==> src/mul_defines.svh <==
// Build-time sizing for the RV32 multiply unit
// Operand width and the depth of the array multiplier pipeline
`ifndef MUL_DEFINES_SVH
`define MUL_DEFINES_SVH

// ----------------------------------------
// Datapath width
// ----------------------------------------

// Operand and result width in bits
`define MUL_XLEN 32

// ----------------------------------------
// Pipeline depth
// ----------------------------------------

// Register stages inside the array multiplier
// MUL_XLEN has to divide evenly by this value
`define MUL_STAGES 4

`endif

==> src/mul_types_pkg.sv <==
// Datapath types of the multiply unit
// Word types, the M-extension multiply operations and the request bundle
`default_nettype none

`include "mul_defines.svh"

package mul_types_pkg;

    // One operand or one result word
    typedef logic [`MUL_XLEN-1:0] word_t;

    // Full double-width product
    typedef logic [2*`MUL_XLEN-1:0] dword_t;

    // Encoded in funct3 order of the M extension
    typedef enum logic [1:0] {
        MUL    = 2'b00,
        MULH   = 2'b01,
        MULHSU = 2'b10,
        MULHU  = 2'b11
    } mul_op_t;

    // Request as it arrives from the issue side
    // The multiplicand is rs1 and the multiplier is rs2
    typedef struct packed {
        mul_op_t op;
        word_t   multiplicand;
        word_t   multiplier;
    } mul_req_t;

endpackage

`default_nettype wire

==> src/mul_ctrl_pkg.sv <==
// Control types of the multiply unit
// Controller FSM states and the side-band record carried beside each item
`default_nettype none

package mul_ctrl_pkg;

    // Busy status FSM
    // STALLED marks a cycle in which the output result was held back
    typedef enum logic [1:0] {
        IDLE    = 2'b00,
        ACTIVE  = 2'b01,
        STALLED = 2'b10
    } ctrl_state_t;

    // Travels one stage at a time next to the datapath
    // The negate flag tells the finalizer to flip the sign of the product
    typedef struct packed {
        logic                  valid;
        mul_types_pkg::mul_op_t op;
        logic                  negate;
    } mul_side_t;

endpackage

`default_nettype wire

==> src/product_finalizer.sv <==
// Last pipeline stage of the multiply unit
// Restores the sign of the product and picks the low or the high word
`timescale 1ns/1ps
`default_nettype none

module product_finalizer (
    input  logic                    clk_i,
    input  logic                    rst_n_i,
    input  logic                    stage_en_i,
    input  mul_types_pkg::dword_t   product_i,
    input  mul_ctrl_pkg::mul_side_t side_i,
    output mul_types_pkg::word_t    result_o
);

    import mul_types_pkg::*;
    import mul_ctrl_pkg::*;

    localparam int XLEN = $bits(word_t);

    dword_t signed_prod;
    word_t  result_d;

    // Negate over the full double width so the high word carries the borrow
    assign signed_prod = side_i.negate ? (~product_i + 1'b1) : product_i;

    // MUL keeps the low half, every MULH variant keeps the high half
    assign result_d = (side_i.op == MUL) ? signed_prod[XLEN-1:0]
                                         : signed_prod[2*XLEN-1:XLEN];

    // ----------------------------------------
    // Output register
    // ----------------------------------------

    // Bubbles leave the previous result in place
    always_ff @(posedge clk_i) begin
        if (!rst_n_i) begin
            result_o <= '0;
        end else if (stage_en_i && side_i.valid) begin
            result_o <= result_d;
        end
    end

endmodule

`default_nettype wire

==> config.mk <==
export PLATFORM = sky130hd
export DESIGN_NAME = product_finalizer
export DESIGN_NICKNAME = d
export VERILOG_FILES = /design/src/mul_types_pkg.sv /design/src/mul_ctrl_pkg.sv /design/src/product_finalizer.sv
export VERILOG_INCLUDE_DIRS = /design/src
export SDC_FILE = /design/constraint.sdc
export NUM_CORES = 1
export LEC_CHECK = 0
export ABC_AREA = 1
export BUFFER_PORTS_ARGS = -buffer_cell sky130_fd_sc_hd__buf_2
export CAP_MARGIN = 20
export CORE_MARGIN = 2
export CORE_UTILIZATION = 40
export DETAILED_ROUTE_END_ITERATION = 7
export SYNTH_ARGS = -nofsm -noshare
export SYNTH_HDL_FRONTEND = slang
export SYNTH_SLANG_ARGS = --single-unit
==> constraint.sdc <==
create_clock -name clk_i -period 2.4 [get_ports clk_i]
set_clock_uncertainty 0.05 [all_clocks]
set_input_delay 0.48 -clock clk_i [delete_from_list [all_inputs] [get_ports clk_i]]
set_output_delay 0.48 -clock clk_i [all_outputs]
set_load 0.05 [all_outputs]
# Yosys cells after proc, flatten, opt, wreduce, memory -nomap -nowiden
# Cells that the tools add are included.
# classes
add_sub_neg	1
muxes	2
bitwise_logic	1
reduce_logical	2
# ops
operator	n
adder 64 x 1 -> 64 bit, second input constant	1
2-to-1 mux 64 bit	1
inverter 64 bit	1
2-to-1 mux 32 bit	1
logical NOT 2 bit	1
logical AND 1 bit	1
# word_totals
reg_bits	32
input_bits	71

# Depth between registers and ports, before layout
# logic_depth
depth_word	4
depth_mapped	12
mapped_depth_nobuf	12

# Worst setup path after synthesis
# Ideal clock, no wire load.
# synth_path
path_kind	input to register
start	in product_i[0]
end	reg result_o[2]
arrival_ps	1722
slack_ps	506
cell_stages	10
n_path_buf	0
path_cell_list	inv_1 ha_1 nand3_4 nor2_8 nand3_4 nand2_4 nand2_4 or2_1 nand3_2 a21oi_2
# synth_between
elab_chain_cells	4
# synth_rtl
item	line_no	text
from (decl)	product_finalizer.sv:10	input mul_types_pkg::dword_t product_i,
inverter 64 bit	product_finalizer.sv:24	assign signed_prod = side_i.negate ? (~product_i + 1'b1) : product_i;
adder 64 x 1 -> 64 bit	product_finalizer.sv:24	
2-to-1 mux 64 bit	product_finalizer.sv:24	
2-to-1 mux 32 bit	product_finalizer.sv:27	assign result_d = (side_i.op == MUL) ? signed_prod[XLEN-1:0]
to (signal assigned)	product_finalizer.sv:39	result_o <= result_d;
to (decl)	product_finalizer.sv:12	output mul_types_pkg::word_t result_o
# Every way passes these cells.
# A chain may end at the register's enable or synchronous reset.

# Worst setup path after layout
# layout_path
start	in product_i[0]
end	reg result_o[30]
# The elaborated chain is that of the path after synthesis.

==> reports/summary.md <==
The run finished with clean final reports. The analysis attributes to cell leakage a power of 2.40 nW. The H-tree was split into 2 levels. The final instance area was 4760 um^2; the number of flip-flops in the largest register was 32. The setup-violating endpoint count in the final report was 0; the power per cell area was 374 nW/um^2. The number of antenna violations at the first check in global routing is 0, and the total global routing track utilization is 29.6%.

The slew of the pin with the lowest slew margin is 0.654 ns. The first TritonRoute pass finished after 5 iterations. The logs give 0 for the final antenna-violating net count and 13200 um for the half-perimeter wire length of the detailed placement result.

The cell that appears most often on the critical path is sky130_fd_sc_hd__nand2_1. The number of different library cells in the post-synthesis netlist is 36. The largest single stage delay on the critical path is 0.26 ns. Setup repair after global routing left no endpoint under its margin. The first-pass GRT wire length was 25100 um; the ratio of final minimum period to clock period was 80.1%.

Of the synthesized area, sequential elements account for 16.1%. Total congestion overflow after global routing: 0. The die is 104 um wide. The netlist area before placement was 3990 um^2. The run gives 0 ns as the accumulated negative setup slack. The highest clock frequency the design can meet was 520 MHz. Entering global routing, the biggest net connects 40 pins. The tools report the initial core utilization as 41.0%.

The max-slew violation count came out at 0. For the source-to-sink clock delay at the later pin of the worst-skew pair, the log shows 0.29 ns. The routed layout has 5076 vias. For the initial DRC count, the log shows 368. The number of global-route vias before repair is 4678, and the number of max-capacitance violations reported is 0. After filler insertion, the fill cell instance count of the layout stands at 1123. The worst hold-check slack is 0.414 ns, and the number of buffers inserted by hold repair at cts is 0. Data on the critical path arrives at its endpoint at 2.10 ns.

The register bit total from synthesis is 32. After clock tree synthesis, the setup repair step added 0 buffers. The minimum period implied by the final worst setup slack was 1.92 ns; the clock transition at the register clock pins on the worst setup and hold paths after CTS was 0.09 ns.

From bottom edge to top edge, the die measures 104 um. TritonCTS created 5 clock buffers. For the area of the die, the log shows 10800 um^2.

Measured against its own limit, the worst slew margin works out to 56.3%. The final layout contains routed wiring with a total length of 16300 um. The floorplan has 36 rows.

Root buffer cell: sky130_fd_sc_hd__clkbuf_8. The register name with the most flops is result_o. At the end of the flow, the number of nets in the layout was 902.

The remaining routing DRC violations was 0; the number of standard cells after synthesis was 732. Standard cell core area: 9730 um^2. The buffer depth of the longest clock path was 2.

The critical path goes through buf_2 > inv_1 > ha_1 > nand3_4 > nor2_4 > nand3_2 > nand2_1 > nand2_1 > nand2_1 > nand3_1 > nand2_1 > inv_1 > a21oi_1. The run gives 0.942 as the routability congestion estimate. VDD sags by at most 0.227 mV. The net count of the mapped netlist was 804.

The library cell contributing the largest single delay on the critical path is sky130_fd_sc_hd__ha_1. Summing all flip-flop and latch instances after layout gives 641 um^2. The via-per-instance ratio was 5.27; the Yosys warning count was 0. The largest registers in the layout are result_o x32.

TritonCTS built the clock tree. The run gives 32 as the number of clock sinks. STA classifies the critical path endpoint as a register. Peak fanout along the critical path: 5.

Of the cells placed in the final design, the portion with a size suffix greater than 1 is 21.8%. Type of the most critical hold path: in2reg. In the final layout, the multi-input gates occupy 2950 um^2.

The number of failing hold endpoints at the final stage is 0, and the mean cell area of the mapped netlist is 5.45 um^2. The worst setup path is of the in2reg kind. The run gives 2.58 ns as the required time at the worst-slack endpoint. The number of antenna diodes in the final layout is 0. STA classifies the critical path startpoint as an input port. Post-CTS repair changed the size of 0 cells. The layout overhead on the synthesized area came out at 19.2%. Summing all placed instances gives a cell area of 4660 um^2. The number of ports placed on the die boundary came out at 103. The wire length per cell was 16.9 um. Port buffering added 102 buffers.
-- cells by family after synthesis --
family | share of synthesized area, %
AO/OA/AOI/OAI | 18.4
XOR/XNOR | 0.220
adder cells (fa/ha/maj) | 0.314
buffers and inverters | 10.2
flip-flops | 16.1
AND/OR/NAND/NOR | 54.8
-- cell usage in the layout, fill, tap and decap left out, drive strengths merged, types with 2 or more instances in the layout --
master | Yosys | routed
nand3b | 9 | 9
clkbuf | 10 | 7
nand3 | 88 | 88
nand4 | 7 | 7
or2 | 4 | 4
buf | 13 | 114
o21bai | 3 | 3
o21ai | 75 | 75
inv | 79 | 79
nor2 | 130 | 130
a31oi | 3 | 3
dfxtp | 32 | 32
a21oi | 52 | 52
nor3 | 2 | 2
nand2 | 221 | 221
-- synth_stat cells --
| cell type | number | area share (%) |
|---|---|---|
| sky130_fd_sc_hd__dfxtp_1 | 32 | 16 |
| sky130_fd_sc_hd__buf_2 | 10 | 1.3 |
| sky130_fd_sc_hd__buf_4 | 1 | 0.19 |
| sky130_fd_sc_hd__nor2_8 | 3 | 1.5 |
| sky130_fd_sc_hd__a21oi_2 | 4 | 0.88 |
| sky130_fd_sc_hd__or2_0 | 3 | 0.47 |
| sky130_fd_sc_hd__a31oi_1 | 3 | 0.47 |
| sky130_fd_sc_hd__nor3_1 | 2 | 0.25 |
| sky130_fd_sc_hd__xor2_1 | 1 | 0.22 |
| sky130_fd_sc_hd__a21oi_1 | 48 | 6.0 |
| sky130_fd_sc_hd__nand3b_1 | 9 | 1.7 |
| sky130_fd_sc_hd__o21a_1 | 1 | 0.19 |
| sky130_fd_sc_hd__nor2_1 | 111 | 10 |
| sky130_fd_sc_hd__nand3_1 | 82 | 10 |
| sky130_fd_sc_hd__or2_1 | 1 | 0.16 |
| sky130_fd_sc_hd__buf_6 | 1 | 0.28 |
| sky130_fd_sc_hd__o21ai_4 | 1 | 0.41 |
| sky130_fd_sc_hd__o21bai_2 | 2 | 0.56 |
| sky130_fd_sc_hd__nor2_2 | 9 | 1.4 |
| sky130_fd_sc_hd__o21ai_2 | 2 | 0.44 |
| sky130_fd_sc_hd__nand2_2 | 13 | 2.0 |
| sky130_fd_sc_hd__ha_1 | 1 | 0.31 |
| sky130_fd_sc_hd__nand2_4 | 9 | 2.5 |
| sky130_fd_sc_hd__nand3_2 | 2 | 0.50 |
| sky130_fd_sc_hd__a21boi_1 | 1 | 0.19 |
| sky130_fd_sc_hd__o21bai_1 | 1 | 0.19 |
| sky130_fd_sc_hd__o21ai_0 | 67 | 8.4 |
| sky130_fd_sc_hd__inv_2 | 3 | 0.28 |
| sky130_fd_sc_hd__o21ai_1 | 5 | 0.63 |
| sky130_fd_sc_hd__nand3_4 | 4 | 1.8 |
| sky130_fd_sc_hd__nand4_1 | 7 | 1.1 |
| sky130_fd_sc_hd__buf_1 | 1 | 0.094 |
| sky130_fd_sc_hd__nand2_1 | 199 | 19 |
| sky130_fd_sc_hd__clkbuf_1 | 10 | 0.94 |
| sky130_fd_sc_hd__nor2_4 | 7 | 2.0 |
| sky130_fd_sc_hd__inv_1 | 76 | 7.1 |
-- final timing paths --
path	startpoint	endpoint	slack, ns	cells past startpoint
max	product_i[0]	result_o[30]$_SDFFE_PN0P_	0.48	13
min	product_i[63]	result_o[31]$_SDFFE_PN0P_	0.41	4
max reg2reg	result_o[24]$_SDFFE_PN0P_	result_o[24]$_SDFFE_PN0P_	1.62	2
min reg2reg	result_o[0]$_SDFFE_PN0P_	result_o[0]$_SDFFE_PN0P_	0.42	2
-- layer usage --
layer / track usage [%] / up-vias / part of all wire (%)
met5: 0 / - / 0
met4: 8.69 / 0 / 2.6
met3: 3.95 / 24 / 6.7
met2: 49.6 / 190 / 46
met1: 39.8 / 2291 / 45
li1: - / 2571 / -
-- power by group --
part | switching, mW | leakage [nW] | internal [mW]
Combinational | 0.522 | 2.10 | 0.211
Clock | 0.225 | 0.0445 | 0.233
Sequential | 0.0171 | 0.264 | 0.568
-- metrics by stage --
| step | utilization [%] | total power [mW] | std cells | worst slack [ns] |
|---|---|---|---|---|
| after detailed placement | 47.9 | 1.32 | 956 | 0.203 |
| after global routing | 48.9 | 1.88 | 964 | 0.314 |
| after floorplan | - | 1.06 | 732 | 0.506 |
| after CTS | 48.9 | 1.77 | 964 | 0.499 |
| final | 48.9 | 1.78 | 964 | 0.477 |
| after global placement | 47.9 | 1.32 | 956 | 0.227 |
-- worst max-delay path: cells and delay by family --
family | cells | cell delay [ns]
and+or+nand+nor | 8 | 0.95
buffers and inverters | 3 | 0.29
adders and majority gates | 1 | 0.26
AOI/OAI and AO/OA | 1 | 0.11
-- area by class of cell --
type,count,area share (%)
inverter,79,6.24
clock inverter,1,0.158
clock buffer,7,1.82
timing repair buffer,114,12.9
tap,133,3.50
sequential,32,13.5
multi-input combinational,598,61.9
Note: power is estimated with default switching activity, not from simulation.
