File: src/mul_defines.svh
// Build-time sizing for the RV32 multiply unit
// Operand width and the depth of the array multiplier pipeline
`ifndef MUL_DEFINES_SVH
`define MUL_DEFINES_SVH

// ----------------------------------------
// Datapath width
// ----------------------------------------

// Operand and result width in bits
`define MUL_XLEN 32

// ----------------------------------------
// Pipeline depth
// ----------------------------------------

// Register stages inside the array multiplier
// MUL_XLEN has to divide evenly by this value
`define MUL_STAGES 4

`endif

File: src/mul_types_pkg.sv
// Datapath types of the multiply unit
// Word types, the M-extension multiply operations and the request bundle
`default_nettype none

`include "mul_defines.svh"

package mul_types_pkg;

    // One operand or one result word
    typedef logic [`MUL_XLEN-1:0] word_t;

    // Full double-width product
    typedef logic [2*`MUL_XLEN-1:0] dword_t;

    // Encoded in funct3 order of the M extension
    typedef enum logic [1:0] {
        MUL    = 2'b00,
        MULH   = 2'b01,
        MULHSU = 2'b10,
        MULHU  = 2'b11
    } mul_op_t;

    // Request as it arrives from the issue side
    // The multiplicand is rs1 and the multiplier is rs2
    typedef struct packed {
        mul_op_t op;
        word_t   multiplicand;
        word_t   multiplier;
    } mul_req_t;

endpackage

`default_nettype wire

File: src/mul_ctrl_pkg.sv
// Control types of the multiply unit
// Controller FSM states and the side-band record carried beside each item
`default_nettype none

package mul_ctrl_pkg;

    // Busy status FSM
    // STALLED marks a cycle in which the output result was held back
    typedef enum logic [1:0] {
        IDLE    = 2'b00,
        ACTIVE  = 2'b01,
        STALLED = 2'b10
    } ctrl_state_t;

    // Travels one stage at a time next to the datapath
    // The negate flag tells the finalizer to flip the sign of the product
    typedef struct packed {
        logic                  valid;
        mul_types_pkg::mul_op_t op;
        logic                  negate;
    } mul_side_t;

endpackage

`default_nettype wire

File: src/operand_conditioner.sv
// First pipeline stage of the multiply unit
// Turns signed operands into magnitudes and works out the sign of the product
`timescale 1ns/1ps
`default_nettype none

module operand_conditioner (
    input  logic                    clk_i,
    input  logic                    rst_n_i,
    input  logic                    stage_en_i,
    input  mul_types_pkg::mul_req_t req_i,
    output mul_types_pkg::word_t    mag_a_o,
    output mul_types_pkg::word_t    mag_b_o,
    output mul_ctrl_pkg::mul_side_t side_o
);

    import mul_types_pkg::*;
    import mul_ctrl_pkg::*;

    localparam int XLEN = $bits(word_t);

    logic  a_signed;
    logic  b_signed;
    logic  a_neg;
    logic  b_neg;
    word_t a_mag;
    word_t b_mag;

    // ----------------------------------------
    // Signedness per operation
    // ----------------------------------------

    // rs1 is signed for MUL, MULH and MULHSU
    assign a_signed = (req_i.op != MULHU);

    // rs2 is signed only for MUL and MULH
    assign b_signed = (req_i.op == MUL) || (req_i.op == MULH);

    // An operand only counts as negative when it is treated as signed
    assign a_neg = a_signed & req_i.multiplicand[XLEN-1];
    assign b_neg = b_signed & req_i.multiplier[XLEN-1];

    // Two's complement gives the magnitude
    // The most negative value maps onto itself, which is correct read unsigned
    assign a_mag = a_neg ? (~req_i.multiplicand + 1'b1) : req_i.multiplicand;
    assign b_mag = b_neg ? (~req_i.multiplier + 1'b1) : req_i.multiplier;

    // ----------------------------------------
    // Side-band towards the controller
    // ----------------------------------------

    // The product is negative when exactly one negative signed operand is present
    // For MUL the low word comes out the same either way
    // The valid bit is left clear here, the controller inserts the accept strobe
    assign side_o = '{valid: 1'b0, op: req_i.op, negate: a_neg ^ b_neg};

    // Stage 1 register, frozen while the pipeline is stalled
    always_ff @(posedge clk_i) begin
        if (!rst_n_i) begin
            mag_a_o <= '0;
            mag_b_o <= '0;
        end else if (stage_en_i) begin
            mag_a_o <= a_mag;
            mag_b_o <= b_mag;
        end
    end

endmodule

`default_nettype wire

File: config.mk
export PLATFORM = sky130hd
export DESIGN_NAME = operand_conditioner
export DESIGN_NICKNAME = d
export VERILOG_FILES = /design/src/mul_types_pkg.sv /design/src/mul_ctrl_pkg.sv /design/src/operand_conditioner.sv
export VERILOG_INCLUDE_DIRS = /design/src
export SDC_FILE = /design/constraint.sdc
export NUM_CORES = 1
export LEC_CHECK = 0
export ABC_AREA = 1
export BUFFER_PORTS_ARGS = -buffer_cell sky130_fd_sc_hd__buf_2
export CORE_MARGIN = 5
export CORE_UTILIZATION = 48
export CTS_BUF_LIST = sky130_fd_sc_hd__clkbuf_8
export CTS_CLUSTER_SIZE = 40
export DETAILED_ROUTE_END_ITERATION = 10
export PLACE_DENSITY = 0.81
export SLEW_MARGIN = 20
export SYNTH_ARGS = -nofsm -noshare
export SYNTH_HDL_FRONTEND = slang
export SYNTH_SLANG_ARGS = --single-unit
File: constraint.sdc
create_clock -name clk_i -period 1.4 [get_ports clk_i]
set_input_delay 0.21 -clock clk_i [delete_from_list [all_inputs] [get_ports clk_i]]
set_output_delay 0.21 -clock clk_i [all_outputs]
set_load 0.05 [all_outputs]
# == After elaboration in Yosys (flattened, before gate mapping) ==
# Cells that the tools add are included.
# totals
regBits,64
latchBits,0
ramBits,0
mem_bits_ro,0
input_bits,69
word_cells,15
n_memories,0
# classes
add_sub_neg,2
n_mul,0
div,0
n_lt_le_gt_ge,0
eq_ne,2
shift,0
n_mux,2
bitwise,5
n_reduce_logical,2
# op_table
op,n
"adder 32 x 1 -> 32 bit, second input constant",2
two-way mux 32 bit,2
NOT 32 bit,2
bitwise AND 1 bit,2
"equality test 2 x 1 -> 1 bit, second input constant",1
logical NOT 2 bit,1
"inequality test 2 bit, second input constant",1
logical OR 1 bit,1
bitwise XOR 1 bit,1

# == Depth between registers and ports, before layout ==
# Gate-level depths: netlist of the first run.
# depth
word_depth,4
depth_mapped,12

# == Worst setup path after synthesis of the first run ==
# Ideal clock, no wire load.
# synth_path
path_type,input port to output port
from,in req_i[65] (netlist name)
to,out side_o[0] (netlist name)
arrival_time_ns,1.434
path_slack_ns,-0.244
path_stages,3
path_buffers,0
path_cell_list,inv_2 > nand2_4 > o21ai_0
# synth_lines
item,line_no,text
start: declaration,operand_conditioner.sv:10,"input mul_types_pkg::mul_req_t req_i,"
end: declaration,operand_conditioner.sv:13,output mul_ctrl_pkg::mul_side_t side_o

==> flow_summary.toml, run 1 <==
[pwr]
pwr-share-seq_pct = 35.6
ir_drop_mv = 0.572
clkPwrFrac_pct = 32.9
combPwrFrac_pct = 31.5
leakagePower_uw = 0.00321
swShare_pct = 37.0
p_int_uw = 3590
powerDensity_nw_per_um2 = 978
switchingPower_uw = 2100

[die]
io_pins = 137
core_um2 = 8720
fp.dieH_um = 105
die_area_um2 = 11000
fp-row-count = 34
start_util_pct = 49.4
die_x_um = 105

[clock_network]
cts_tree = "yes"
h-tree-depth = 3
cts-root-buf = "clkbuf_8"
cts_sinks = 64
clk_pin_slew_ps = 80
cts_buffers = 9
hold_buffers = 0
clkLatencyLatePin_ps = 360
clk_path_buf_depth = 2

[finish]
post-route-util_pct = 66.7
drive_gt1_share_pct = 25.7
final_nets = 997
final_cells = 1039
area_growth_pct = 35.1
fill_cells = 872
antenna_cells = 0
final_cell_area_um2 = 5820

[setup_path]
cp-start-kind = "input port"
criticalPathCategory = "in2out"
r2r_start = "mag_b_o[18]$_SDFFE_PN0P_"
cp.arrival_ps = 1160
cp-startpoint = "req_i[65]"
critPathMaxFanout = 17
crit_required_ps = 1190
endpoint_kind = "primary output"

[synth]
yosysSeqAreaShare_pct = 29.8
syn_nets = 809
synthTopCellsByArea = "dfxtp_1, nand2_1, nor2_1, inv_1, nand3_1"
synth.most_common_cell = "nand2_1"
synthCells = 738
synth_flop_cell = "dfxtp_1"
ys.warnings.count = 0
ys_types = 35
synth-xor-area-share_pct = 3.05
synth_seq_cells = 64
syn_area_per_cell_um2 = 5.83
synth_commonest_cells = "nand2_1, nor2_1, inv_1"
synth-compound-area-share_pct = 11.8
yosys.area_share.simple_pct = 43.0
syn_area_um2 = 4310
synth_top_family_by_area = "simple AND/OR/NAND/NOR gates"
synth_fa_ha_area_share_pct = 0.581
yosys.area.top_type = "dfxtp_1"
synthMuxAreaShare_pct = 0
ys_async_sr_fraction_pct = 0
synth_top_area_share_pct = 29.8
synth_edf_count = 0

[grt]
antenna_found_initial = 0
grt_pass1_wl_mm = 22.2
grt-ovfl-total = 0
grt_pass1_vias = 4948
grt_start_max_net_pins = 76
grt_usage_pct = 24.2

[timing]
period_share_pct = 97.8
setup_viol_count_final = 0
post-route-min-period_ps = 1370
grt_setup_unrepaired = "false"
fmax_ghz = 0.730
hold_violations = 0
drv_slew = 0
clock_skew_ps = 0

[placement]
placed_cells = 1023
place_area_um2 = 5570
gp_congestion = 0.967
portBuffers = 135
dp_hpwl_mm = 10.5

[routing]
num_vias = 5200
viasPerCell = 5.00
wl_mm = 13.4
drc = 0
drtAntennaViolNets = 0
drt_iter0_drc = 214
wire_per_inst_um = 12.9
dr.pass1.iters = 5

[hold_path]
hp-start = "req_i[32]"
holdCritPathClass = "in2reg"

[job]
max_cap_violations = 0

[outcome]
status = "finished, final reports clean"
-- metal layers --
metal,up-vias,GRT usage [%],part of all wire (%)
met5,-,0,0
met4,0,7.67,1.8
met3,21,5.18,7.8
met2,188,42.4,48
met1,2295,29.6,43
li1,2696,-,-
-- cell families after synthesis --
logic type	count (synthesis)
XOR/XNOR	15
adder cells (fa/ha/maj)	2
AO/OA/AOI/OAI	90
flip-flops	64
other	1
buffers and inverters	127
AND/OR/NAND/NOR	439
-- flip-flops by register name, summed over array words and instances, names as in the netlist --
name and count:
mag_b_o 32, mag_a_o 32
-- through the flow --
stage / setup WS [ps] / TNS, ps / total power [uW] / hold slack, ps
after global placement: -129 / -2990 / 3830 / 454
final: 30.3 / 0 / 5690 / 139
after detailed placement: -177 / -4090 / 3840 / 458
after global routing: 1.23 / 0 / 5990 / 151
after CTS: 47.5 / 0 / 5730 / 135
after floorplan: 10.5 / 0 / 3240 / 361
-- worst paths after layout --
path         slack (ps)  depth (start not counted)                        to
max reg2reg         670                          3  mag_b_o[18]$_SDFFE_PN0P_
max                  30                          6                 side_o[0]
min reg2reg         470                          2  mag_a_o[31]$_SDFFE_PN0P_
min                 140                          3   mag_a_o[0]$_SDFFE_PN0P_
-- critical path: stages --
cell     delay [ps]
buf_2           140
a21oi_4         270
buf_8           200
nand2_1          80
o21ai_2          60
buf_4           210
-- timing repair --
action                     in CTS  in global routing
setup endpoints to repair       1                  2
buffers inserted                0                  0
resized for setup               3                  2
hold endpoints to repair        0                  0
-- cell usage in the layout, fill, tap and decap left out, drive strengths merged, types with 8 or more instances in the layout --
cell type / n
xor2: 8
nand2: 192
inv: 97
nand3: 70
buf: 206
a21oi: 26
o211ai: 9
nor2: 161
clkbuf: 10
dfxtp: 64
o21ai: 43
nand4: 9
-- cell type report --
| cell class | count | area (um^2) | share of cell area [%] |
|---|---|---|---|
| sequential | 64 | 1280 | 22.0 |
| clock inverter | 6 | 92.6 | 1.59 |
| tap | 108 | 135 | 2.32 |
| clock buffer | 10 | 138 | 2.37 |
| timing repair buffer | 206 | 1270 | 21.8 |
| inverter | 98 | 368 | 6.32 |
| multi-input combinational | 547 | 2530 | 43.5 |
-- power by group through the flow --
stage / sequential, uW / combinational, uW / clock [uW]
2_1_floorplan: 2560 / 684 / 0
3_3_place_gp: 2070 / 1760 / 0
3_5_place_dp: 2070 / 1780 / 0
4_1_cts: 2030 / 1790 / 1910
5_1_grt: 2040 / 1950 / 1990
6_report: 2030 / 1790 / 1870
No activity file was read; power rests on OpenSTA's default activity.
==> run 2: changes to the inputs <==
Settings changed: SETUP_SLACK_MARGIN from default to 0.2.
==> run 2 against run 1 <==
  * Maximum frequency rose by 16%
  * Flip-flop and latch count did not move
  * Core utilization rose by 4.4 points
  * First-iteration DRC count rose by 16%
  * Critical path depth fell by 5
  * Register-to-register slack barely moved
  * Critical endpoint is now mag_a_o[28]
  * Largest cell class unchanged
  * Largest power group unchanged
==> flow_summary.toml, run 2 (synthesis results as in run 1) <==
[outcome]
status = "finished, final reports clean"

[finish]
drive_gt1_share_pct = 31.0
final_cell_area_um2 = 6200
final_cell_mix = "nand2_1, nor2_1, buf_2"
final_nets = 1015
antenna_cells = 0
final_common_cell = "nand2_1"
post-route-util_pct = 71.1
area_growth_pct = 44.0
fill_cells = 782
seq_area_um2 = 1280
biggestRegsByFlops = "mag_a_o x32, mag_b_o x32"
multiInputGateArea_um2 = 2680

[setup_path]
cp-start-kind = "flip-flop"
crit_cells = 1
endpoint_kind = "primary output"
critPathBufInv = 1
reg2regPathDepth = 3
cpPeakStageDelay_ps = 350
cp.arrival_ps = 970
worstPathCellList = "buf_2"
crit_required_ps = 1190
critPathMaxFanout = 2
crit_family = "flip-flops"
worst_path_max_delay_cell = "dfxtp_1"
criticalPathCategory = "reg2out"

[die]
die_area_um2 = 11000
fp.dieH_um = 105
start_util_pct = 49.4
die_x_um = 105
io_pins = 137
core_um2 = 8720
fp-row-count = 34

[timing]
clock_skew_ps = 0
drv_slew = 0
hold_violations = 0
setup_viol_count_final = 0
grt_setup_unrepaired = "true"
final.setup.worst_slack_ps = 219
tns_ps = 0
period_share_pct = 84.3
post-route-min-period_ps = 1180
fmax_ghz = 0.847

[clock_network]
clk_path_buf_depth = 2
clkLatencyLatePin_ps = 350
cts_buffers = 9
h-tree-depth = 3
clk_pin_slew_ps = 80
cts_tree = "yes"
cts-root-buf = "clkbuf_8"
cts_sinks = 64
hold_buffers = 0

[grt]
grt_pass1_wl_mm = 23.0
grt_start_max_net_pins = 58
antenna_found_initial = 0
grt_pass1_vias = 5039
grt_usage_pct = 25.0
grt-ovfl-total = 0

[pwr]
switchingPower_uw = 2230
clkPwrFrac_pct = 30.2
swShare_pct = 39.1
ir_drop_mv = 0.634
fin_total_pwr_uw = 5690
powerDensity_nw_per_um2 = 918
p_int_uw = 3460
leakagePower_uw = 0.00330
pwr-share-seq_pct = 35.7
combPwrFrac_pct = 34.1

[routing]
viasPerCell = 5.03
wl_mm = 14.2
drt_iter0_drc = 249
drtAntennaViolNets = 0
num_vias = 5316
wire_per_inst_um = 13.4
drc = 0
dr.pass1.iters = 5

[placement]
place_area_um2 = 5750
gp_congestion = 0.897
place_ws_ps = -132
dp_hpwl_mm = 10.8
portBuffers = 135

[hold_path]
holdCritPathClass = "in2reg"
min_path_cells = 3

[job]
max_cap_violations = 0
run 2: cell count changes in the layout (fill, tap and decap cells not counted), sizes merged:
cell,delta
clkbuf,+18
bufinv,-1
clkinvlp,+2
inv,+2
buf,-1
clkinv,-2
run 2: final timing paths:
check / start / to / slack [ps]
max reg2reg: mag_b_o[18]$_SDFFE_PN0P_ / mag_b_o[18]$_SDFFE_PN0P_ / 680
min reg2reg: mag_a_o[31]$_SDFFE_PN0P_ / mag_a_o[31]$_SDFFE_PN0P_ / 470
min: req_i[32] / mag_a_o[0]$_SDFFE_PN0P_ / 150
max: mag_a_o[28]$_SDFFE_PN0P_ / mag_a_o[28] / 220
run 2: metrics by stage:
| step | hold slack [ps] | cells |
|---|---|---|
| 2_1_floorplan | 348 | 738 |
| 3_3_place_gp | 456 | 1034 |
| 3_5_place_dp | 456 | 1034 |
| 4_1_cts | 139 | 1052 |
| 5_1_grt | 141 | 1057 |
| 6_report | 146 | 1057 |
run 2: metal layers:
layer  global-route usage, %  wire length [um]  up-vias
met1                    30.9              5930     2360
met2                    43.3              6920      199
li1                        -                 -     2732
met5                       0                 0        -
met4                    8.22               289        0
met3                    5.06              1030       25
run 2: area by class of cell:
| type | instances | share of cell area, % |
|---|---|---|
| Timing Repair Buffer | 224 | 24.0 |
| Sequential cell | 64 | 20.7 |
| Multi-Input combinational cell | 547 | 43.3 |
| Inverter | 98 | 6.54 |
| Clock buffer | 9 | 2.00 |
| Tap cell | 108 | 2.18 |
| Clock inverter | 7 | 1.27 |
run 2: tightest hold or removal path, stage by stage:
cell	delay (ps)
buf_2	130
inv_8	60
a21oi_1	50
run 2: what timing repair did:
| item | CTS | global route |
|---|---|---|
| endpoints found under the hold margin | 0 | 0 |
| gates resized for setup | 12 | 60 |
| setup endpoints to repair | 7 | 44 |
| setup buffers | 2 | 5 |
| pin swaps | 1 | 15 |
run 2: power groups by stage:
stage | clock (uW) | sequential (uW) | combinational [uW]
6_report | 1720 | 2030 | 1940
3_5_place_dp | 0 | 2070 | 1830
4_1_cts | 1730 | 2030 | 1870
5_1_grt | 1820 | 2050 | 2100
2_1_floorplan | 0 | 2560 | 715
3_3_place_gp | 0 | 2070 | 1810
