File: src/mul_defines.svh
// Build-time sizing for the RV32 multiply unit
// Operand width and the depth of the array multiplier pipeline
`ifndef MUL_DEFINES_SVH
`define MUL_DEFINES_SVH

// ----------------------------------------
// Datapath width
// ----------------------------------------

// Operand and result width in bits
`define MUL_XLEN 32

// ----------------------------------------
// Pipeline depth
// ----------------------------------------

// Register stages inside the array multiplier
// MUL_XLEN has to divide evenly by this value
`define MUL_STAGES 4

`endif

File: src/mul_types_pkg.sv
// Datapath types of the multiply unit
// Word types, the M-extension multiply operations and the request bundle
`default_nettype none

`include "mul_defines.svh"

package mul_types_pkg;

    // One operand or one result word
    typedef logic [`MUL_XLEN-1:0] word_t;

    // Full double-width product
    typedef logic [2*`MUL_XLEN-1:0] dword_t;

    // Encoded in funct3 order of the M extension
    typedef enum logic [1:0] {
        MUL    = 2'b00,
        MULH   = 2'b01,
        MULHSU = 2'b10,
        MULHU  = 2'b11
    } mul_op_t;

    // Request as it arrives from the issue side
    // The multiplicand is rs1 and the multiplier is rs2
    typedef struct packed {
        mul_op_t op;
        word_t   multiplicand;
        word_t   multiplier;
    } mul_req_t;

endpackage

`default_nettype wire

File: src/mul_ctrl_pkg.sv
// Control types of the multiply unit
// Controller FSM states and the side-band record carried beside each item
`default_nettype none

package mul_ctrl_pkg;

    // Busy status FSM
    // STALLED marks a cycle in which the output result was held back
    typedef enum logic [1:0] {
        IDLE    = 2'b00,
        ACTIVE  = 2'b01,
        STALLED = 2'b10
    } ctrl_state_t;

    // Travels one stage at a time next to the datapath
    // The negate flag tells the finalizer to flip the sign of the product
    typedef struct packed {
        logic                  valid;
        mul_types_pkg::mul_op_t op;
        logic                  negate;
    } mul_side_t;

endpackage

`default_nettype wire

File: src/mul_controller.sv
// Control for the multiply pipeline
// Valid and side-band chain, global stall, in-flight count and busy status
`timescale 1ns/1ps
`default_nettype none

`include "mul_defines.svh"

module mul_controller (
    input  logic                    clk_i,
    input  logic                    rst_n_i,
    input  logic                    accept_i,
    input  mul_ctrl_pkg::mul_side_t side_i,
    input  logic                    resp_ready_i,
    output logic                    stage_en_o,
    output logic                    req_ready_o,
    output mul_ctrl_pkg::mul_side_t out_side_o,
    output logic                    resp_valid_o,
    output logic                    busy_o
);

    import mul_ctrl_pkg::*;

    // Conditioner, multiplier stages and the output register
    localparam int DEPTH = `MUL_STAGES + 2;
    localparam int CNT_W = $clog2(DEPTH + 1);

    mul_side_t [DEPTH-1:0] chain_q;
    logic [CNT_W-1:0]      cnt_q;
    logic [CNT_W-1:0]      cnt_d;
    logic                  consume;
    ctrl_state_t           state_q;
    ctrl_state_t           state_d;

    // ----------------------------------------
    // Valid chain and stall
    // ----------------------------------------

    assign resp_valid_o = chain_q[DEPTH-1].valid;
    assign consume      = resp_valid_o && resp_ready_i;

    // Everything freezes while a finished result waits on the consumer
    assign stage_en_o  = !(resp_valid_o && !resp_ready_i);
    assign req_ready_o = stage_en_o;

    // Entry DEPTH-2 lines up with the multiplier output feeding the finalizer
    assign out_side_o = chain_q[DEPTH-2];

    always_ff @(posedge clk_i) begin
        if (!rst_n_i) begin
            chain_q <= '0;
        end else if (stage_en_o) begin
            chain_q[0] <= '{valid: accept_i, op: side_i.op, negate: side_i.negate};
            for (int i = 1; i < DEPTH; i++) begin
                chain_q[i] <= chain_q[i-1];
            end
        end
    end

    // ----------------------------------------
    // In-flight count and busy FSM
    // ----------------------------------------

    // Items count from acceptance until the consumer takes them
    always_comb begin
        cnt_d = cnt_q;
        if (accept_i && !consume) begin
            cnt_d = cnt_q + CNT_W'(1);
        end else if (consume && !accept_i) begin
            cnt_d = cnt_q - CNT_W'(1);
        end
    end

    always_comb begin
        state_d = state_q;
        case (state_q)
            IDLE: begin
                if (accept_i) begin
                    state_d = ACTIVE;
                end
            end
            ACTIVE: begin
                if (cnt_d == '0) begin
                    state_d = IDLE;
                end else if (!stage_en_o) begin
                    state_d = STALLED;
                end
            end
            STALLED: begin
                // Leaves once the held result is taken
                if (stage_en_o) begin
                    state_d = (cnt_d == '0) ? IDLE : ACTIVE;
                end
            end
            default: state_d = IDLE;
        endcase
    end

    always_ff @(posedge clk_i) begin
        if (!rst_n_i) begin
            cnt_q   <= '0;
            state_q <= IDLE;
        end else begin
            cnt_q   <= cnt_d;
            state_q <= state_d;
        end
    end

    assign busy_o = (state_q != IDLE);

endmodule

`default_nettype wire

File: config.mk
export PLATFORM = sky130hd
export DESIGN_NAME = mul_controller
export DESIGN_NICKNAME = d
export VERILOG_FILES = /design/src/mul_types_pkg.sv /design/src/mul_ctrl_pkg.sv /design/src/mul_controller.sv
export VERILOG_INCLUDE_DIRS = /design/src
export SDC_FILE = /design/constraint.sdc
export NUM_CORES = 1
export LEC_CHECK = 0
export BUFFER_PORTS_ARGS = -buffer_cell sky130_fd_sc_hd__buf_4
export CORE_MARGIN = 2
export CORE_UTILIZATION = 35
export DETAILED_ROUTE_END_ITERATION = 8
export GPL_ROUTABILITY_DRIVEN = 0
export GPL_TIMING_DRIVEN = 0
export PLACE_DENSITY = 0.65
export SLEW_MARGIN = 10
export SYNTH_ARGS = -nofsm -noshare
export SYNTH_HDL_FRONTEND = slang
export SYNTH_SLANG_ARGS = --single-unit
File: constraint.sdc
create_clock -name clk_i -period 1.7 [get_ports clk_i]
set_input_delay 0.255 -clock clk_i [delete_from_list [all_inputs] [get_ports clk_i]]
set_output_delay 0.255 -clock clk_i [all_outputs]
set_load 0.03 [all_outputs]
# Word-level counts from Yosys, hierarchy flattened
# Cells that the tools add are included.
op_classes:
  mux: 8
  n_addsub: 2
  reduce_logical: 12
  eq_ne: 5
ops:
  columns: ["cell", "count"]
  rows:
  - ["two-way mux 2 bit", 4]
  - ["two-way mux 3 bit", 2]
  - ["one-hot mux 2 bit (3 select lines)", 1]
  - ["logical AND 1 bit", 4]
  - ["logical NOT 1 bit", 4]
  - ["inequality test 2 bit (second input constant)", 2]
  - ["adder 3 x 1 -> 3 bit (second input constant)", 1]
  - ["logical NOT 3 bit", 1]
  - ["inequality test 3 bit (second input constant)", 1]
  - ["AND reduction 3 bit", 1]
  - ["subtractor 3 x 1 -> 3 bit (second input constant)", 1]
  - ["equality test 2 x 1 -> 1 bit (second input constant)", 1]
  - ["equality test 2 bit (second input constant)", 1]
  - ["logical NOT 2 bit", 1]
  - ["nonzero test 2 bit", 1]
  - ["two-way mux 1 bit", 1]
word_totals:
  reg_bits: 26
  output_inout_bits: 8
  inputBits: 8
  wordCells: 45

# Logic depth before layout (Yosys ltp)
logic_depth:
  word_depth: 8
  depth_mapped: 7

# Worst setup path before layout
# Ideal clock, no wire load.
synth_path:
  kind: "reg2out"
  start: "register chain_q, in the netlist resp_valid_o"
  end: "output stage_en_o"
  setup_slack_ns: 0.117
  stages_incl_launch_ff: 6
  arrival_time_ns: 1.328
  path_cell_list: "dfxtp_1 -> nor2b_1 -> clkbuf_1 -> inv_2 -> buf_2 -> buf_4"
synth_via:
  elab_chain_cells: 2
synth_lines:
  columns: ["item", "line", "text"]
  rows:
  - ["start, declared", "mul_controller.sv:27", "mul_side_t [DEPTH-1:0] chain_q;"]
  - ["start signal, assigned by index", "mul_controller.sv:54", "chain_q[i] <= chain_q[i-1];"]
  - ["logical AND 1 bit", "mul_controller.sv:42", "assign stage_en_o = !(resp_valid_o && !resp_ready_i);"]
  - ["logical NOT 1 bit", "mul_controller.sv:42", null]
  - ["end, declared", "mul_controller.sv:14", "output logic stage_en_o,"]
# Every way passes these cells.

# Worst setup path in the final report
layout_path:
  start: "register cnt_q[0]"
  end: "register state_q[0]"
layout_via:
  elab_chain_cells: 7
  word_cells_on_any_way: 11
  classes_between: "add/sub: 2; eq/ne: 1; mux: 6; reduce/logical: 2"
layout_lines:
  columns: ["item", "line", "text"]
  rows:
  - ["start, declared", "mul_controller.sv:28", "logic [CNT_W-1:0] cnt_q;"]
  - ["start signal, assigned", "mul_controller.sv:103", "cnt_q <= cnt_d;"]
  - ["subtractor 3 x 1 -> 3 bit", "mul_controller.sv:69", "cnt_d = cnt_q - CNT_W'(1);"]
  - ["two-way mux 3 bit", "mul_controller.sv:68", "end else if (consume && !accept_i) begin"]
  - ["two-way mux 3 bit (*)", "mul_controller.sv:66", "if (accept_i && !consume) begin"]
  - ["logical NOT 3 bit (*)", "mul_controller.sv:82, mul_controller.sv:91", null]
  - ["two-way mux 1 bit", "mul_controller.sv:91", "state_d = (cnt_d == '0) ? IDLE : ACTIVE;"]
  - ["two-way mux 2 bit", "mul_controller.sv:90", "if (stage_en_o) begin"]
  - ["one-hot mux 2 bit (3 select lines)", "mul_controller.sv:75", "case (state_q)"]
  - ["end signal, assigned", "mul_controller.sv:104", "state_q <= state_d;"]
  - ["end, declared", "mul_controller.sv:31", "ctrl_state_t state_q;"]
# Every way passes the cells marked *; elsewhere a longest branch is shown, timed or not. The select of a mux whose other input is x is not followed.
# A chain may end at the register's enable or synchronous reset.

==> impl_summary.txt <==
----------------------------------------------------
[Drt]
  Detailed-route wire length ... 2050 um
  Drt initial violations ... 17
  Detailed-route via count ... 898
  Via count normalized by instance count ... 4.63
  1st-pass router iterations ... 4
  Routed wirelength normalized by instance count ... 10.6 um
  Number of design rule violations left after detail routing ... 0
  DRT antenna net count ... 0

[Finish]
  Multi-input logic area ... 524 sq um
  Number of diodes ... 0
  Relative area change from synthesis to final layout ... 18.4%
  Sequential cell area ... 527 sq um
  Number of fill cells in the layout ... 320
  Fraction of final layout cells sized beyond drive strength 1 ... 22.7%
  Final #Nets ... 161

[Pwr]
  Maximum vdd ir drop ... 0.688 mV
  Share of total power in the clock network ... 35.9%
  Share of power burned in combinational logic ... 9.5%
  Areal power density over the cells ... 877 mW/mm^2
  Sequential fraction of design power ... 54.6%
  Static leakage ... 0.547 nW
  Switching portion of total power ... 22.0%
  Switching power ... 0.262 mW
  Internal Dissipation ... 0.926 mW

[STA]
  Setup violations, final ... 0
  Final Max Tran Viols ... 0
  Post-layout minimum cycle time ... 1.60 ns
  Post-Route Hold Slack ... 0.168 ns
  Share of the cycle needed by the critical path after routing ... 94.1%
  Worst-case headroom to the max-slew limit ... 73.2%
  Transition time at the pin with the least slew margin ... 0.401 ns
  Final sum of negative setup slack ... 0 ns
  Final Hold Violating Endpoints ... 0
  Maximum clock skew at final layout ... 0.00742 ns
  RSZ-0062 raised after global routing ... no
  Upper clock frequency limit ... 0.625 GHz

[Clock network]
  Buffers from clock root to sink, at most ... 2
  Maximum level of the CTS H-tree ... 1
  Clk_lat worst skew ... 0.32 ns
  Root Driver ... sky130_fd_sc_hd__clkbuf_4
  Clock tree sinks ... 26
  Clock-pin transition on the worst setup and hold timing paths ... 0.15 ns
  Number of buffers created by CTS ... 3
  TritonCTS clock tree ... yes

[Yosys]
  Number of storage elements in the synthesis netlist ... 26
  Ys Warns ... 0
  Number of distinct library cells after synthesis ... 30
  Post-Synthesis Cell Area ... 0.00114 sq mm
  Synth Instances ... 134
  Seq/Total Area, Yosys ... 45.5%
  Nets in the synthesized netlist ... 144
  Per-instance average area after synthesis ... 8.53 sq um

[Floorplan]
  Area of the placeable core ... 0.00308 sq mm
  Chip Height ... 61.2 um
  Floorplan die width ... 61.2 um
  Initial Utilization ... 37.2%
  Number of standard-cell rows in the floorplan ... 20
  IO Pins ... 16
  Area enclosed by the die boundary ... 0.00374 sq mm

[Worst setup path]
  Reg-to-reg critical path startpoint ... cnt_q[0]
  Path type of the worst setup path ... reg2reg
  Critical register-to-register path endpoint ... state_q[0]
  Critical path startpoint ... cnt_q[0]
  Worst Reg2Reg Path Length in Cells ... 7
  Nature of the critical path endpoint ... flip-flop
  Arrival time reported for the critical path endpoint ... 1.82 ns
  Internal reg-to-reg setup slack ... 0.10 ns
  Startpoint types ... flip-flop
  Required time worst endpoint ... 1.92 ns
  Crit path max fanout ... 5
  Setup crit end ... state_q[0]

[Global route]
  GRT Resource Usage Total ... 13.2%
  Antenna violations before repair ... 0
  Via count of the first global-routing pass ... 851
  Pin count of the biggest net entering global routing ... 16
  Sum of overflow across all layers after global routing ... 0
  Global-route wire length before repair ... 3620 um

[Min path]
  HP Start ... side_i[1]
  Hold Path Class ... in2reg

[Run]
  Max-cap check violation count ... 0

[Place]
  Post-detailed-placement half-perimeter wirelength ... 1480 um
  Number of buffers added on ports ... 12

[Outcome]
  Result of the run ... finished clean

----------------------------------------------------
[what timing repair did]
item	CTS	global route
endpoints found under the hold margin	0	0
hold buffers	0	0
endpoints found under the setup margin	2	3
pin swaps	0	1
resized for setup	2	4
setup buffers	1	0
[synth_stat cells]
master                      n  area, sq um
sky130_fd_sc_hd__ha_1       2         25.0
sky130_fd_sc_hd__o21a_1     1         7.51
sky130_fd_sc_hd__dfxtp_1   26          521
sky130_fd_sc_hd__a311oi_1   1         8.76
sky130_fd_sc_hd__a31oi_1    1         6.26
sky130_fd_sc_hd__clkbuf_1   4         15.0
sky130_fd_sc_hd__o211a_1    1         10.0
sky130_fd_sc_hd__nor3_1     2         10.0
sky130_fd_sc_hd__buf_6      1         11.3
sky130_fd_sc_hd__o22ai_1    1         6.26
sky130_fd_sc_hd__a21boi_0  17          128
sky130_fd_sc_hd__xnor2_1    2         17.5
sky130_fd_sc_hd__buf_2      4         20.0
sky130_fd_sc_hd__and2_1     2         12.5
sky130_fd_sc_hd__nand3_1    1         5.00
sky130_fd_sc_hd__a211oi_2   1         12.5
sky130_fd_sc_hd__o21ai_0    1         5.00
sky130_fd_sc_hd__xor2_1     2         17.5
sky130_fd_sc_hd__a21boi_1   3         22.5
sky130_fd_sc_hd__o21ai_1    1         5.00
sky130_fd_sc_hd__inv_2      1         3.75
sky130_fd_sc_hd__buf_4      5         37.5
sky130_fd_sc_hd__nand4b_1   2         17.5
sky130_fd_sc_hd__nand2_1   44          165
sky130_fd_sc_hd__a31oi_2    1         12.5
sky130_fd_sc_hd__or2_2      1         6.26
sky130_fd_sc_hd__and4b_1    1         10.0
sky130_fd_sc_hd__inv_1      3         11.3
sky130_fd_sc_hd__o211ai_1   1         7.51
sky130_fd_sc_hd__nor2b_1    1         6.26
[layout make-up]
class | count | area share, %
Buffer | 13 | 5.91
Clock buffer | 3 | 1.66
Clock inverter | 1 | 2.22
Inverter | 4 | 1.29
Multi-Input combinational cell | 90 | 38.7
Sequential cell | 26 | 38.9
Tap cell | 44 | 4.07
Timing Repair Buffer | 13 | 7.21
[power by group through the flow]
stage               Clock, mW  Combinational, mW  Sequential [mW]
global placement            0              0.108            0.660
floorplan                   0             0.0843            0.658
CTS                     0.441              0.114            0.648
global route            0.463              0.126            0.653
finish                  0.426              0.113            0.649
detailed placement          0              0.114            0.662
[cells in the final DEF, fill, tap and decap left out, drive strengths merged, types with 4 or more instances in the layout]
cell	n
dfxtp	26
a21boi	20
buf	22
inv	4
nand2	44
clkbuf	7
[critical path, cell delays in order (launching register included)]
cell and delay (ns):
sky130_fd_sc_hd__dfxtp_4 0.39, sky130_fd_sc_hd__inv_1 0.07, sky130_fd_sc_hd__ha_1 0.19, sky130_fd_sc_hd__and4b_1 0.19, sky130_fd_sc_hd__a31oi_2 0.18, sky130_fd_sc_hd__xnor2_1 0.11, sky130_fd_sc_hd__a211oi_2 0.25, sky130_fd_sc_hd__o22ai_1 0.12
[logic make-up (layout without fill, tap and decap cells)]
kind of cell             after synthesis  in the layout  share of synthesized area (%)
XOR/XNOR                               4              4                           3.06
adder cells (fa/ha/maj)                2              2                           2.19
buffers and inverters                 18             34                           8.64
AND/OR/NAND/NOR                       54             54                           20.4
AO/OA/AOI/OAI                         30             30                           20.2
flip-flops                            26             26                           45.5
[metrics by stage]
step	utilization [%]	cell area, sq um	worst slack, ns	cells	power [mW]
detailed placement	41.9	1290	0.0625	190	0.775
floorplan	-	1140	0.117	134	0.743
finish	44.0	1350	0.101	194	1.19
global route	44.0	1350	0.0106	194	1.24
CTS	43.7	1350	0.0343	194	1.20
global placement	41.9	1290	0.125	190	0.768
[state kept, by name (all words and copies together), names as in the netlist]
register / flops
chain_q: 16
cnt_q: 3
state_q: 2
resp_valid_o: 1
out_side_o: 4
[routing by layer]
metal	up-vias	GRT usage (%)	share of wire, %
met2	15	22.2	49
met1	408	15.8	46
met4	0	4.35	0.83
li1	473	-	-
met5	-	0	0
met3	2	4.62	4.1
[how the worst min path moves through the flow]
stage / endpoint / depth (start not counted)
after global placement: chain_q[5] / 2
after global routing: chain_q[1] / 3
final: chain_q[1] / 3
after CTS: chain_q[1] / 3
after detailed placement: out_side_o[1] / 2
after floorplan: chain_q[1] / 2
Note: power is estimated with default switching activity, not from simulation.
